`src/tetrisPkg.sv`:
```
// shared definitions for the falling-block game core
// board geometry, game FSM states and keyboard codes

package tetrisPkg;

	// ==============================
	// board geometry
	// ==============================

	// width of the board in cells
	localparam int BoardCols = 10;
	// height of the board in cells
	localparam int BoardRows = 20;
	// colour index per cell, 0 is an empty cell
	localparam int CellBits = 4;
	// one whole board row, cell 0 in the low bits
	localparam int RowBits = BoardCols * CellBits;
	// enough for rows 0..19
	localparam int RowAddrBits = 5;

	// ==============================
	// game FSM
	// ==============================

	typedef enum logic [3:0] {
		Clear,
		Spawn,
		Idle,
		Move,
		Fall,
		Lock,
		Scan,
		Shift,
		Over
	} gameState_t;

	// ==============================
	// USB HID keycodes
	// ==============================

	// A, D and S as on the keyboard
	typedef enum logic [7:0] {
		KeyNone  = 8'h00,
		KeyLeft  = 8'h04,
		KeyRight = 8'h07,
		KeyDrop  = 8'h16
	} keyCode_t;

endpackage

```
`src/vgaTiming.sv`:
```
// VGA raster timing
// pixel and line counters, sync pulses and visible flag

`timescale 1ns/1ps

module vgaTiming #(
	parameter int HVisible = 640,
	parameter int HFront = 16,
	parameter int HSync = 96,
	parameter int HBack = 48,
	parameter int VVisible = 480,
	parameter int VFront = 10,
	parameter int VSync = 2,
	parameter int VBack = 33
) (
	input  logic       Clk,
	input  logic       rst,
	output logic       hs,
	output logic       vs,
	output logic       visible,
	output logic [9:0] DrawX,
	output logic [9:0] DrawY
);

	localparam int HTotal = HVisible + HFront + HSync + HBack;
	localparam int VTotal = VVisible + VFront + VSync + VBack;

	logic [9:0] hNext;
	logic [9:0] vNext;

	// next raster position
	// line wraps at HTotal, frame wraps at VTotal
	always_comb begin
		hNext = DrawX + 10'd1;
		vNext = DrawY;
		if (DrawX == 10'(HTotal - 1)) begin
			hNext = '0;
			if (DrawY == 10'(VTotal - 1))
				vNext = '0;
			else
				vNext = DrawY + 10'd1;
		end
	end

	// sync and visible decoded from the next position
	// so they line up with the counters
	always_ff @(posedge Clk) begin
		if (rst) begin
			DrawX <= '0;
			DrawY <= '0;
			hs <= 1'b1;
			vs <= 1'b1;
			// position 0,0 is the first visible pixel
			visible <= 1'b1;
		end else begin
			DrawX <= hNext;
			DrawY <= vNext;
			// sync pulses are active low
			hs <= !(hNext >= HVisible + HFront && hNext < HVisible + HFront + HSync);
			vs <= !(vNext >= VVisible + VFront && vNext < VVisible + VFront + VSync);
			visible <= (hNext < HVisible) && (vNext < VVisible);
		end
	end

endmodule

```
`src/boardRam.sv`:
```
// board memory of locked cells
// game port with read and write, display port read only

`timescale 1ns/1ps

module boardRam (
	input  logic                             Clk,
	input  logic                             rst,
	input  logic [tetrisPkg::RowAddrBits-1:0] gameRow,
	output logic [tetrisPkg::RowBits-1:0]     gameRowData,
	input  logic                             gameWrite,
	input  logic [tetrisPkg::RowAddrBits-1:0] gameWrRow,
	input  logic [tetrisPkg::RowBits-1:0]     gameWrData,
	input  logic [tetrisPkg::RowAddrBits-1:0] dispRow,
	output logic [tetrisPkg::RowBits-1:0]     dispRowData
);

	import tetrisPkg::*;

	// one word per board row
	logic [RowBits-1:0] mem [BoardRows];

	// single write port, owned by the game
	always_ff @(posedge Clk) begin
		if (gameWrite && gameWrRow < BoardRows)
			mem[gameWrRow] <= gameWrData;
	end

	// both reads are registered, data one clock after the address
	// rows past the bottom read as empty
	always_ff @(posedge Clk) begin
		if (rst) begin
			gameRowData <= '0;
			dispRowData <= '0;
		end else begin
			if (gameRow < BoardRows)
				gameRowData <= mem[gameRow];
			else
				gameRowData <= '0;
			if (dispRow < BoardRows)
				dispRowData <= mem[dispRow];
			else
				dispRowData <= '0;
		end
	end

endmodule

```
`src/gameLogic.sv`:
```
// game FSM for the 2x2 piece
// spawn, move, gravity, lock, row clear, score and game over

`timescale 1ns/1ps

module gameLogic #(
	parameter int FallDiv = 30
) (
	input  logic                              Clk,
	input  logic                              rst,
	input  logic                              vs,
	input  logic [7:0]                        keycode,
	output logic [tetrisPkg::RowAddrBits-1:0] gameRow,
	input  logic [tetrisPkg::RowBits-1:0]     gameRowData,
	output logic                              gameWrite,
	output logic [tetrisPkg::RowAddrBits-1:0] gameWrRow,
	output logic [tetrisPkg::RowBits-1:0]     gameWrData,
	output logic [3:0]                        pieceX,
	output logic [tetrisPkg::RowAddrBits-1:0] pieceY,
	output logic [tetrisPkg::CellBits-1:0]    pieceColor,
	output logic [7:0]                        score,
	output logic                              gameOver
);

	import tetrisPkg::*;

	localparam logic [3:0] SpawnX = 4'd4;
	// rightmost legal column of the left half
	localparam logic [3:0] MaxX = 4'(BoardCols - 2);
	localparam logic [RowAddrBits-1:0] LastRow = RowAddrBits'(BoardRows - 1);

	gameState_t state;
	keyCode_t key;
	logic [1:0] step;
	logic [RowAddrBits-1:0] rowPtr;
	logic [RowAddrBits-1:0] shiftRow;
	logic [3:0] moveX;
	logic [7:0] frameCnt;
	logic fallDue;
	logic vsPrev;
	logic tick;
	logic [RowBits-1:0] rowA;

	assign key = keyCode_t'(keycode);
	// frame tick on vs falling edge, inside vertical blanking
	assign tick = vsPrev && !vs;

	// ==============================
	// row helpers
	// ==============================

	function automatic logic [CellBits-1:0] cellOf(input logic [RowBits-1:0] r, input int col);
		return r[col*CellBits +: CellBits];
	endfunction

	// both cells at col and col+1 empty
	function automatic logic pairFree(input logic [RowBits-1:0] r, input logic [3:0] col);
		return (cellOf(r, col) == '0) && (cellOf(r, col + 1) == '0);
	endfunction

	function automatic logic rowFull(input logic [RowBits-1:0] r);
		logic full;
		full = 1'b1;
		for (int c = 0; c < BoardCols; c++) begin
			if (cellOf(r, c) == '0)
				full = 1'b0;
		end
		return full;
	endfunction

	// drop the piece colour into two neighbouring cells
	function automatic logic [RowBits-1:0] mergePiece(input logic [RowBits-1:0] r,
			input logic [3:0] col, input logic [CellBits-1:0] color);
		logic [RowBits-1:0] merged;
		merged = r;
		merged[col*CellBits +: CellBits] = color;
		merged[(col+1)*CellBits +: CellBits] = color;
		return merged;
	endfunction

	// ==============================
	// board port
	// ==============================

	always_comb begin
		gameRow = '0;
		gameWrite = 1'b0;
		gameWrRow = '0;
		gameWrData = '0;
		unique case (state)
			// zero row per clock
			Clear: begin
				gameWrite = 1'b1;
				gameWrRow = rowPtr;
			end
			Spawn: gameRow = (step == 2'd0) ? '0 : RowAddrBits'(1);
			Move: gameRow = (step == 2'd0) ? pieceY : pieceY + 1'b1;
			// row just under the piece
			Fall: gameRow = pieceY + RowAddrBits'(2);
			Lock: begin
				gameRow = (step == 2'd0) ? pieceY : pieceY + 1'b1;
				if (step != 2'd0) begin
					gameWrite = 1'b1;
					gameWrRow = (step == 2'd1) ? pieceY : pieceY + 1'b1;
					gameWrData = mergePiece(gameRowData, pieceX, pieceColor);
				end
			end
			Scan: gameRow = rowPtr;
			Shift: begin
				gameRow = shiftRow - 1'b1;
				// top row gets zeros, others get the row above
				if (step == 2'd0 && shiftRow == '0) begin
					gameWrite = 1'b1;
					gameWrRow = '0;
				end else if (step == 2'd1) begin
					gameWrite = 1'b1;
					gameWrRow = shiftRow;
					gameWrData = gameRowData;
				end
			end
			default: gameRow = '0;
		endcase
	end

	// ==============================
	// FSM
	// ==============================

	always_ff @(posedge Clk) begin
		if (rst) begin
			state <= Clear;
			step <= '0;
			rowPtr <= '0;
			shiftRow <= '0;
			frameCnt <= '0;
			fallDue <= 1'b0;
			vsPrev <= 1'b1;
			pieceX <= SpawnX;
			pieceY <= '0;
			pieceColor <= CellBits'(1);
			score <= '0;
			gameOver <= 1'b0;
		end else begin
			vsPrev <= vs;
			unique case (state)
				Clear: begin
					rowPtr <= rowPtr + 1'b1;
					if (rowPtr == LastRow) begin
						state <= Spawn;
						step <= '0;
					end
				end
				// two reads, decide on the third clock
				Spawn: begin
					step <= step + 1'b1;
					if (step == 2'd1)
						rowA <= gameRowData;
					if (step == 2'd2) begin
						step <= '0;
						if (pairFree(rowA, SpawnX) && pairFree(gameRowData, SpawnX)) begin
							pieceX <= SpawnX;
							pieceY <= '0;
							state <= Idle;
						end else begin
							gameOver <= 1'b1;
							state <= Over;
						end
					end
				end
				Idle: begin
					if (tick) begin
						step <= '0;
						// gravity counter runs on every tick
						fallDue <= (key == KeyDrop) || (frameCnt == 8'(FallDiv - 1));
						if (frameCnt == 8'(FallDiv - 1))
							frameCnt <= '0;
						else
							frameCnt <= frameCnt + 1'b1;
						if (key == KeyLeft && pieceX != '0) begin
							moveX <= pieceX - 1'b1;
							state <= Move;
						end else if (key == KeyRight && pieceX < MaxX) begin
							moveX <= pieceX + 1'b1;
							state <= Move;
						end else begin
							state <= Fall;
						end
					end
				end
				Move: begin
					step <= step + 1'b1;
					if (step == 2'd1)
						rowA <= gameRowData;
					if (step == 2'd2) begin
						step <= '0;
						if (pairFree(rowA, moveX) && pairFree(gameRowData, moveX))
							pieceX <= moveX;
						state <= Fall;
					end
				end
				Fall: begin
					if (step == 2'd0) begin
						if (!fallDue)
							state <= Idle;
						else if (pieceY == LastRow - 1'b1)
							state <= Lock;
						else
							step <= 2'd1;
					end else begin
						step <= '0;
						if (pairFree(gameRowData, pieceX)) begin
							pieceY <= pieceY + 1'b1;
							state <= Idle;
						end else begin
							state <= Lock;
						end
					end
				end
				// writes happen in the port logic on steps 1 and 2
				Lock: begin
					step <= step + 1'b1;
					if (step == 2'd2) begin
						step <= '0;
						rowPtr <= LastRow;
						state <= Scan;
					end
				end
				// bottom-up, a cleared row is checked again
				Scan: begin
					step <= step + 1'b1;
					if (step == 2'd1) begin
						step <= '0;
						if (rowFull(gameRowData)) begin
							score <= score + 1'b1;
							shiftRow <= rowPtr;
							state <= Shift;
						end else if (rowPtr == '0) begin
							// next colour, 1..7
							if (pieceColor == CellBits'(7))
								pieceColor <= CellBits'(1);
							else
								pieceColor <= pieceColor + 1'b1;
							state <= Spawn;
						end else begin
							rowPtr <= rowPtr - 1'b1;
						end
					end
				end
				// read row above, write it one lower
				Shift: begin
					if (step == 2'd0) begin
						if (shiftRow == '0)
							state <= Scan;
						else
							step <= 2'd1;
					end else begin
						shiftRow <= shiftRow - 1'b1;
						step <= '0;
					end
				end
				// held until reset
				Over: gameOver <= 1'b1;
				default: state <= Over;
			endcase
		end
	end

endmodule

```
`src/colorMapper.sv`:
```
// pixel colour from the board row buffer
// piece overlay and 4-bit palette

`timescale 1ns/1ps

module colorMapper #(
	parameter int CellShift = 4
) (
	input  logic                              Clk,
	input  logic                              rst,
	input  logic                              hs,
	input  logic                              visible,
	input  logic [9:0]                        DrawX,
	input  logic [9:0]                        DrawY,
	output logic [tetrisPkg::RowAddrBits-1:0] dispRow,
	input  logic [tetrisPkg::RowBits-1:0]     dispRowData,
	input  logic [3:0]                        pieceX,
	input  logic [tetrisPkg::RowAddrBits-1:0] pieceY,
	input  logic [tetrisPkg::CellBits-1:0]    pieceColor,
	output logic [3:0]                        Red,
	output logic [3:0]                        Green,
	output logic [3:0]                        Blue
);

	import tetrisPkg::*;

	logic hsPrev;
	logic [1:0] loadPipe;
	logic [RowBits-1:0] rowBuf;
	logic [10:0] nextRow;
	logic [9:0] cellX;
	logic [9:0] cellY;
	logic inBoard;
	logic inPiece;
	logic [CellBits-1:0] pixIdx;
	logic [11:0] rgbNext;

	// ==============================
	// row fetch
	// ==============================

	// board row of the coming line
	assign nextRow = (11'(DrawY) + 11'd1) >> CellShift;

	// address on hs fall, data back one clock later, latch after that
	always_ff @(posedge Clk) begin
		if (rst) begin
			hsPrev <= 1'b1;
			loadPipe <= '0;
			dispRow <= '0;
			rowBuf <= '0;
		end else begin
			hsPrev <= hs;
			loadPipe <= {loadPipe[0], hsPrev && !hs};
			if (hsPrev && !hs) begin
				// below the board, park on row 0 for the next frame
				if (nextRow < BoardRows)
					dispRow <= nextRow[RowAddrBits-1:0];
				else
					dispRow <= '0;
			end
			if (loadPipe[1])
				rowBuf <= dispRowData;
		end
	end

	// ==============================
	// pixel
	// ==============================

	assign cellX = DrawX >> CellShift;
	assign cellY = DrawY >> CellShift;
	assign inBoard = (cellX < BoardCols) && (cellY < BoardRows);
	assign inPiece = (cellX >= pieceX) && (cellX <= pieceX + 1'b1) &&
			(cellY >= pieceY) && (cellY <= pieceY + 1'b1);

	always_comb begin
		pixIdx = '0;
		if (visible && inBoard) begin
			pixIdx = rowBuf[cellX[3:0]*CellBits +: CellBits];
			// active piece drawn on top
			if (inPiece)
				pixIdx = pieceColor;
		end
	end

	// palette, seven colours and black
	always_comb begin
		unique case (pixIdx)
			4'd1: rgbNext = 12'h0FF;
			4'd2: rgbNext = 12'hFF0;
			4'd3: rgbNext = 12'hA0F;
			4'd4: rgbNext = 12'h0F0;
			4'd5: rgbNext = 12'hF00;
			4'd6: rgbNext = 12'h00F;
			4'd7: rgbNext = 12'hF80;
			default: rgbNext = 12'h000;
		endcase
	end

	// one clock behind DrawX
	always_ff @(posedge Clk) begin
		if (rst) begin
			Red <= '0;
			Green <= '0;
			Blue <= '0;
		end else begin
			Red <= rgbNext[11:8];
			Green <= rgbNext[7:4];
			Blue <= rgbNext[3:0];
		end
	end

endmodule

```
`src/hexDriver.sv`:
```
// hex digit to seven-segment decoder, segments active low

`timescale 1ns/1ps

module hexDriver (
	input  logic [3:0] In0,
	output logic [6:0] Out0
);

	// bit 0 is segment a, bit 6 is segment g
	always_comb begin
		unique case (In0)
			4'h0: Out0 = 7'b1000000;
			4'h1: Out0 = 7'b1111001;
			4'h2: Out0 = 7'b0100100;
			4'h3: Out0 = 7'b0110000;
			4'h4: Out0 = 7'b0011001;
			4'h5: Out0 = 7'b0010010;
			4'h6: Out0 = 7'b0000010;
			4'h7: Out0 = 7'b1111000;
			4'h8: Out0 = 7'b0000000;
			4'h9: Out0 = 7'b0010000;
			4'hA: Out0 = 7'b0001000;
			4'hB: Out0 = 7'b0000011;
			4'hC: Out0 = 7'b1000110;
			4'hD: Out0 = 7'b0100001;
			4'hE: Out0 = 7'b0000110;
			default: Out0 = 7'b0001110;
		endcase
	end

endmodule

```
`src/tetrisTop.sv`:
```
// top level of the game core
// VGA timing, game FSM, board memory, colour mapper and score digits

`timescale 1ns/1ps

module tetrisTop #(
	parameter int HVisible = 640,
	parameter int HFront = 16,
	parameter int HSync = 96,
	parameter int HBack = 48,
	parameter int VVisible = 480,
	parameter int VFront = 10,
	parameter int VSync = 2,
	parameter int VBack = 33,
	parameter int CellShift = 4,
	parameter int FallDiv = 30
) (
	input  logic       MAX10_CLK1_50,
	input  logic       rst,
	input  logic [7:0] keycode,
	output logic [9:0] LEDR,
	output logic [7:0] HEX0,
	output logic [7:0] HEX1,
	output logic       VGA_HS,
	output logic       VGA_VS,
	output logic [3:0] VGA_R,
	output logic [3:0] VGA_G,
	output logic [3:0] VGA_B
);

	import tetrisPkg::*;

	logic [9:0] drawX;
	logic [9:0] drawY;
	logic visible;
	logic [RowAddrBits-1:0] gameRow;
	logic [RowAddrBits-1:0] gameWrRow;
	logic [RowAddrBits-1:0] dispRow;
	logic [RowBits-1:0] gameRowData;
	logic [RowBits-1:0] gameWrData;
	logic [RowBits-1:0] dispRowData;
	logic gameWrite;
	logic [3:0] pieceX;
	logic [RowAddrBits-1:0] pieceY;
	logic [CellBits-1:0] pieceColor;
	logic [7:0] score;
	logic gameOver;

	// ==============================
	// video and game
	// ==============================

	vgaTiming #(
		.HVisible(HVisible), .HFront(HFront), .HSync(HSync), .HBack(HBack),
		.VVisible(VVisible), .VFront(VFront), .VSync(VSync), .VBack(VBack)
	) vgaTiming_i (
		.Clk(MAX10_CLK1_50), .rst(rst), .hs(VGA_HS), .vs(VGA_VS),
		.visible(visible), .DrawX(drawX), .DrawY(drawY)
	);

	// game steps once per frame on VGA_VS
	gameLogic #(.FallDiv(FallDiv)) gameLogic_i (
		.Clk(MAX10_CLK1_50), .rst(rst), .vs(VGA_VS), .keycode(keycode),
		.gameRow(gameRow), .gameRowData(gameRowData), .gameWrite(gameWrite),
		.gameWrRow(gameWrRow), .gameWrData(gameWrData), .pieceX(pieceX),
		.pieceY(pieceY), .pieceColor(pieceColor), .score(score), .gameOver(gameOver)
	);

	boardRam boardRam_i (
		.Clk(MAX10_CLK1_50), .rst(rst), .gameRow(gameRow), .gameRowData(gameRowData),
		.gameWrite(gameWrite), .gameWrRow(gameWrRow), .gameWrData(gameWrData),
		.dispRow(dispRow), .dispRowData(dispRowData)
	);

	colorMapper #(.CellShift(CellShift)) colorMapper_i (
		.Clk(MAX10_CLK1_50), .rst(rst), .hs(VGA_HS), .visible(visible),
		.DrawX(drawX), .DrawY(drawY), .dispRow(dispRow), .dispRowData(dispRowData),
		.pieceX(pieceX), .pieceY(pieceY), .pieceColor(pieceColor),
		.Red(VGA_R), .Green(VGA_G), .Blue(VGA_B)
	);

	// ==============================
	// score and LEDs
	// ==============================

	// score as two hex digits, decimal points dark
	hexDriver hexLow (.In0(score[3:0]), .Out0(HEX0[6:0]));
	hexDriver hexHigh (.In0(score[7:4]), .Out0(HEX1[6:0]));
	assign HEX0[7] = 1'b1;
	assign HEX1[7] = 1'b1;

	// x on 3:0, y on 8:4, game over on 9
	assign LEDR = {gameOver, pieceY, pieceX};

endmodule

```
`config.mk`:
```
export PLATFORM = sky130hd
export DESIGN_NAME = tetrisTop
export DESIGN_NICKNAME = d
export VERILOG_FILES = /design/src/tetrisPkg.sv /design/src/vgaTiming.sv /design/src/boardRam.sv /design/src/gameLogic.sv /design/src/colorMapper.sv /design/src/hexDriver.sv /design/src/tetrisTop.sv
export SDC_FILE = /design/constraint.sdc
export NUM_CORES = 2
export LEC_CHECK = 0
export BUFFER_PORTS_ARGS = -buffer_cell sky130_fd_sc_hd__buf_2
export CORE_ASPECT_RATIO = 0.7
export CORE_MARGIN = 2
export CORE_UTILIZATION = 57
export CTS_CLUSTER_SIZE = 16
export DETAILED_ROUTE_END_ITERATION = 10
export PLACE_DENSITY = 0.78
export SETUP_SLACK_MARGIN = 0.15
export SLEW_MARGIN = 20
export SYNTH_ARGS = -nofsm -noshare
export SYNTH_HDL_FRONTEND = slang
export SYNTH_SLANG_ARGS = --single-unit
```
`constraint.sdc`:
```
create_clock -name MAX10_CLK1_50 -period 5.7 [get_ports MAX10_CLK1_50]
set_input_delay 0.57 -clock MAX10_CLK1_50 [delete_from_list [all_inputs] [get_ports MAX10_CLK1_50]]
set_output_delay 0.57 -clock MAX10_CLK1_50 [all_outputs]
set_load 0.05 [all_outputs]
```
# Word-level counts from Yosys, hierarchy flattened
# Memories as Yosys holds them, arrays and structs flattened. A register that Yosys moved wholly into a read port is not among the register bits.
# Index checks and enable logic that the tools add are counted.
[classes]
muxes = 98
eq_ne = 48
order_cmp = 17
n_addsub = 20
n_reduce_logical = 74
n_shift = 11
n_bitwise = 5
[ops]
columns = ["cell", "n"]
rows = [
  ["40-bit by 7-bit indexed part select with 4-bit output", 4],
  ["40-bit two-way mux", 3],
  ["40-bit by 32-bit indexed part select with 4-bit output", 3],
  ["4-bit two-way mux", 28],
  ["5-bit two-way mux", 17],
  ["12-bit one-hot mux with 7 select lines", 1],
  ["40-bit bitwise mux", 2],
  ["40-bit one-hot mux with 2 select lines", 1],
  ["4-bit by 34-bit variable shift with 40-bit output (first input constant)", 2],
  ["4-bit by 34-bit indexed part select with 40-bit output", 2],
  ["4-bit zero test", 19],
  ["4-bit by 3-bit == test with 1-bit output (second input constant)", 9],
  ["4-bit one-hot mux with 9 select lines", 1],
  ["32-bit negation with 34-bit output", 1],
  ["6-bit negation with 34-bit output", 1],
  ["10-bit two-way mux", 3],
  ["5-bit one-hot mux with 3 select lines", 2],
  ["5-bit one-hot mux with 5 select lines", 1],
  ["2-bit by 1-bit inequality test with 1-bit output (second input constant)", 12],
  ["1-bit logical AND", 21],
  ["1-bit two-way mux", 21],
  ["10-bit by 1-bit adder with 10-bit output (second input constant)", 2],
  ["10-bit == test (second input constant)", 2],
  ["6-bit by 10-bit less-or-equal comparator with 1-bit output", 2],
  ["other kinds (59)", 113],
]
[word_totals]
ram_bits = 800
register_bits = 175
n_memories = 3
inputBits = 10
mem_bits_ro = 224
[memory_table]
columns = ["memory", "depth", "width", "rd", "rd_clocked_by_memory_dff", "write_ports", "line", "rtl"]
rows = [
  ["boardRam_i.mem", 20, 40, 2, 2, 1, "boardRam.sv:21", "logic [RowBits-1:0] mem [BoardRows];"],
  ["(name not given)", 16, 7, 1, 1, 0, "hexDriver.sv:12", "unique case (In0)"],
  ["(name not given)", 16, 7, 1, 1, 0, "hexDriver.sv:12", ""],
]

# Depth between registers and ports, before layout
[logic_depth]
word_depth = 17
depth_mapped = 13
depth_no_buf = 12

# Hierarchy
# A second synthesis with hierarchy kept.
[unflattened]
cells_unflattened = 3282
hier_area_um2 = 49941.6
[by_module_without_submodules]
columns = ["mod", "n_inst", "area_per_inst_um2", "cells_per_inst"]
rows = [
  ["boardRam", 1, 38451.9, 1971],
  ["gameLogic", 1, 6533.8, 757],
  ["colorMapper", 1, 3090.5, 330],
  ["vgaTiming", 1, 1288.7, 156],
  ["hexDriver", 2, 275.3, 32],
  ["tetrisTop", 1, 26.3, 4],
]

# Worst setup path after synthesis
# Ideal clock, no wire load.
[synth_path]
path_kind = "register to register"
from = "register gameLogic_i.pieceY[1] (netlist name)"
to = "memory boardRam_i.mem[6][0] (netlist name), enable pin"
setup_time_ps = 487
setup_slack_ps = -22
path_stages_with_launch = 8
n_path_buf = 0
t_arrival_ps = 5235
synth_period_minus_slack_ps = 5722
required_ps = 5213
cell_sequence = "dfxtp_1 > ha_1 > nand3_1 > nor2_1 > xnor2_1 > a222oi_1 > or3b_1 > nor3_1"
[synth_via]
elab_chain_cells = 8
[synth_rtl]
columns = ["element", "line", "rtl"]
rows = [
  ["from (decl)", "gameLogic.sv:19", "output logic [tetrisPkg::RowAddrBits-1:0] pieceY,"],
  ["from (signal assigned)", "gameLogic.sv:212", "pieceY <= pieceY + 1'b1;"],
  ["5-bit by 1-bit adder with 5-bit output", "gameLogic.sv:104", "gameWrRow = (step == 2'd1) ? pieceY : pieceY + 1'b1;"],
  ["5-bit two-way mux *", "gameLogic.sv:104", ""],
  ["5-bit two-way mux *", "gameLogic.sv:102", "if (step != 2'd0) begin"],
  ["5-bit one-hot mux with 3 select lines *", "gameLogic.sv:90", "unique case (state)"],
  ["5-bit less-than comparator", "boardRam.sv:25", "if (gameWrite && gameWrRow < BoardRows)"],
  ["1-bit logical AND", "boardRam.sv:25", ""],
  ["1-bit two-way mux", "boardRam.sv:25", ""],
  ["1-bit two-way mux (implied by the code)", "boardRam.sv:26", "mem[gameWrRow] <= gameWrData;"],
  ["to (decl)", "boardRam.sv:21", ""],
]
# Every way passes the cells marked *; elsewhere a longest branch is shown, timed or not.

# Worst setup path after layout
[layout_path]
from = "register gameLogic_i.state[1]"
to = "memory boardRam_i.mem[8][33] (netlist name), enable pin"
[layout_via]
elab_chain_cells = 6
[layout_rtl]
columns = ["element", "line", "rtl"]
rows = [
  ["from (decl)", "gameLogic.sv:32", "gameState_t state;"],
  ["from (signal assigned)", "gameLogic.sv:131", "state <= Clear;"],
  ["from (signal assigned)", "gameLogic.sv:149", "state <= Spawn;"],
  ["from (signal assigned)", "gameLogic.sv:163", "state <= Idle;"],
  ["4-bit by 3-bit == test with 1-bit output / 4-bit zero test (equally long branches)", "gameLogic.sv:90", ""],
  ["5-bit one-hot mux with 3 select lines", "gameLogic.sv:90", ""],
  ["5-bit less-than comparator", "boardRam.sv:25", ""],
  ["1-bit logical AND", "boardRam.sv:25", ""],
  ["1-bit two-way mux", "boardRam.sv:25", ""],
  ["1-bit two-way mux (implied by the code)", "boardRam.sv:26", ""],
]
# Parallel ways exist; a longest one is shown, timed or not.

==> results.tsv <==
metric	value	unit
status	completed	
grt_max_degree	112	
cap_viol_max_count	0	
finalHoldViolations	0	
synthArstFlopShare	0	
layout.cells.non_filler	4659	
grt_antenna_before_repair	3	
rows	91	
max_freq	0.224	GHz
dp_cells	4481	
synth_edf_count	844	
gp_congestion	1.00	
grt_overflow	0	
synthSimpleGateAreaFrac	0.0725	
synth_cells	3407	
layout_worst_path_cycle_share	0.783	
synth_top_area_share	0.502	
finalSetupTns	0	ps
layout.nets	3486	
cts_resized	0	
synth.distinct_cells	97	
yosys_most_used_dff	edfxtp_1	
grt_pass1_wl	218000	um
synth-xor-area-share	0.00865	
path_delay_family	simple AND/OR/NAND/NOR gates	
dr.first_iter.drc_count	5407	
crit_slowest_cell	dfxtp_1	
clock_sinks	1062	
drc	0	
worstPathRequired	6030	ps
finClkSkew	35.1	ps
leakage	16.9	nW
crit_path_start_kind	register	
hold_buffers	0	
period_minus_slack	4460	ps
use_met1	0.470	
worstMarginPinSlew	1110	ps
grt_use_met3	0.115	
synthAdderAreaFrac	0.0152	
wire_per_inst	32.0	um
boundaryPins	50	
yosysMostFrequentCell	edfxtp_1	
synthMuxAreaShare	0.200	
path_buf_inv	1	
syn_avg_cell_area	14.8	um^2
grt_pass1_vias	31900	
endpoint_kind	register	
path_max_fanout	31	
viasPerCell	7.16	
htreeDepth	3	
layout-drive-gt1-share	0.220	
routed-via-count	33300	
cts.clk_slew.worst_paths	70	ps
synth_common_cells	edfxtp_1, mux4_2, nor2_1, dfxtp_1, nand2_1	
drt-total-wl	149000	um
core_area	87900	um^2
ir_drop	389	uV
power_density	342	nW/um^2
port_buffers	47	
yosys_register_bits	1062	
clkLatencyLatePin	730	ps
die_w	360	um
cts-root-buf	clkbuf_16	
finalSetupViolations	0	
firstDrtPassIters	7	
post_cts_buffers	0	
arrival	4790	ps
cts_tree	yes	
synth_top_family_by_area	multiplexers	
cts_buffers	95	
syn_area	50500	um^2
ant_nets	0	
die_h	253	um
start_util	0.574	
hold_ws	202	ps
path_cells	nor2b_1 > and2_1 > nand2_1 > o21ai_0 > o21bai_1 > nand3_1 > nor3_2 > buf_4	
grt_use_met2	0.462	
max_stage_delay	920	ps
synthToLayoutAreaGrowth	10.3	%
seq_area_frac_synth	0.588	
track_usage	0.328	
drv_slew	0	
yosys-top-cells-area	edfxtp_1, mux4_2, dfxtp_1	
min_path_type	primary input to register	
cts_max_path_buffers	3	
synth.largest_area_cell	edfxtp_1	
dp_hpwl	90700	um
dieArea	91000	um^2
busiest_layer	met1	
synth-compound-area-share	0.0873	
worst_slew_margin_rel	0.250	
yosysWarnings	0	
rsz0062_at_grt	no	
critPathKind	register to register	
[final cells by class]
| type | count | area (um^2) |
|---|---|---|
| tap | 1162 | 1450 |
| clock inverter | 42 | 477 |
| multi-input combinational | 2027 | 19600 |
| clock buffer | 135 | 2760 |
| sequential | 1062 | 29700 |
| antenna | 1 | 2.50 |
| fill | 6207 | 32200 |
| timing repair buffer | 163 | 1400 |
| inverter | 67 | 251 |
[per-layer routing]
| metal | wire length (um) | part of all wire |
|---|---|---|
| met4 | 6520 | 0.044 |
| met5 | 101 | 0.00068 |
| met2 | 63000 | 0.42 |
| met1 | 56700 | 0.38 |
| met3 | 22900 | 0.15 |
[worst reg2reg max path, cell delays in order (launching register included)]
cell and delay [ps]:
dfxtp_1 920, nor2b_1 230, and2_1 320, nand2_1 490, o21ai_0 390, o21bai_1 360, nand3_1 310, nor3_2 310
buf_4 700
[worst paths after layout]
kind	start	endpoint	slack [ps]	cells after the start
setup reg to reg	gameLogic_i.state[1]$_SDFFE_PP0P_	boardRam_i.mem[8][33]$_DFFE_PP_	1240	8
setup / recovery	gameLogic_i.state[1]$_SDFFE_PP0P_	boardRam_i.mem[8][33]$_DFFE_PP_	1240	8
hold / removal	keycode[1]	gameLogic_i.fallDue$_SDFFE_PP0P_	200	3
hold reg to reg	colorMapper_i.hsPrev$_SDFF_PP1_	colorMapper_i.loadPipe[0]$_SDFF_PP0_	430	2
[per-stage QoR]
stage	cell area, um^2	utilization	power, W	setup slack (ps)
6_report	55700	0.634	0.0191	1240
5_1_grt	55700	0.634	0.0195	1030
3_3_place_gp	52400	0.596	0.0123	966
2_1_floorplan	50500	-	0.0111	-22.0
3_5_place_dp	52400	0.597	0.0123	945
4_1_cts	55700	0.633	0.0190	903
[report_power, final]
group	internal, W	switching (W)	leakage (nW)
combinational	0.00110	0.00160	6.40
sequential	0.00913	0.000504	8.95
clock	0.00376	0.00298	1.57
total	0.0140	0.00508	16.9
[state kept, by name, indices dropped and copies added, names as in the netlist, 5 cells and up]
name / cells
gameLogic_i.rowA: 40
hexHigh.Out0: 7
colorMapper_i.rowBuf: 40
gameLogic_i.shiftRow: 5
boardRam_i.gameRowData: 40
gameLogic_i.score: 8
vgaTiming_i.DrawY: 10
gameLogic_i.frameCnt: 8
colorMapper_i.dispRow: 5
boardRam_i.dispRowData: 40
hexLow.Out0: 7
gameLogic_i.pieceY: 5
boardRam_i.mem: 800
vgaTiming_i.DrawX: 10
gameLogic_i.rowPtr: 5
[placed cells by master, fill, tap and decap left out, types with 37 or more instances in the layout]
| cell type | synthesis | final |
|---|---|---|
| nand2_1 | 214 | 213 |
| a311oi_1 | 43 | 43 |
| and2_1 | 52 | 51 |
| o21a_1 | 48 | 48 |
| nor2_1 | 242 | 229 |
| buf_2 | 46 | 46 |
| buf_4 | 20 | 94 |
| a21oi_1 | 132 | 131 |
| ha_1 | 58 | 58 |
| a31oi_1 | 37 | 37 |
| nand3_1 | 54 | 54 |
| inv_1 | 62 | 62 |
| clkbuf_16 | 0 | 101 |
| mux4_2 | 370 | 370 |
| a22oi_1 | 64 | 64 |
| a211oi_1 | 48 | 48 |
| mux2i_1 | 167 | 166 |
| dfxtp_1 | 218 | 212 |
| o21ai_0 | 43 | 42 |
| edfxtp_1 | 844 | 844 |
| a221o_1 | 51 | 51 |
[cell families (layout without fill, tap and decap cells)]
family          Yosys count  count (layout)
buf+inv                 319             407
xor+xnor                 49              49
flops                  1062            1062
other cells               1               3
compound gates          610             610
fa+ha+maj                60              60
simple gates            761             761
mux                     545             545
Note: power is estimated with default switching activity, not from simulation.
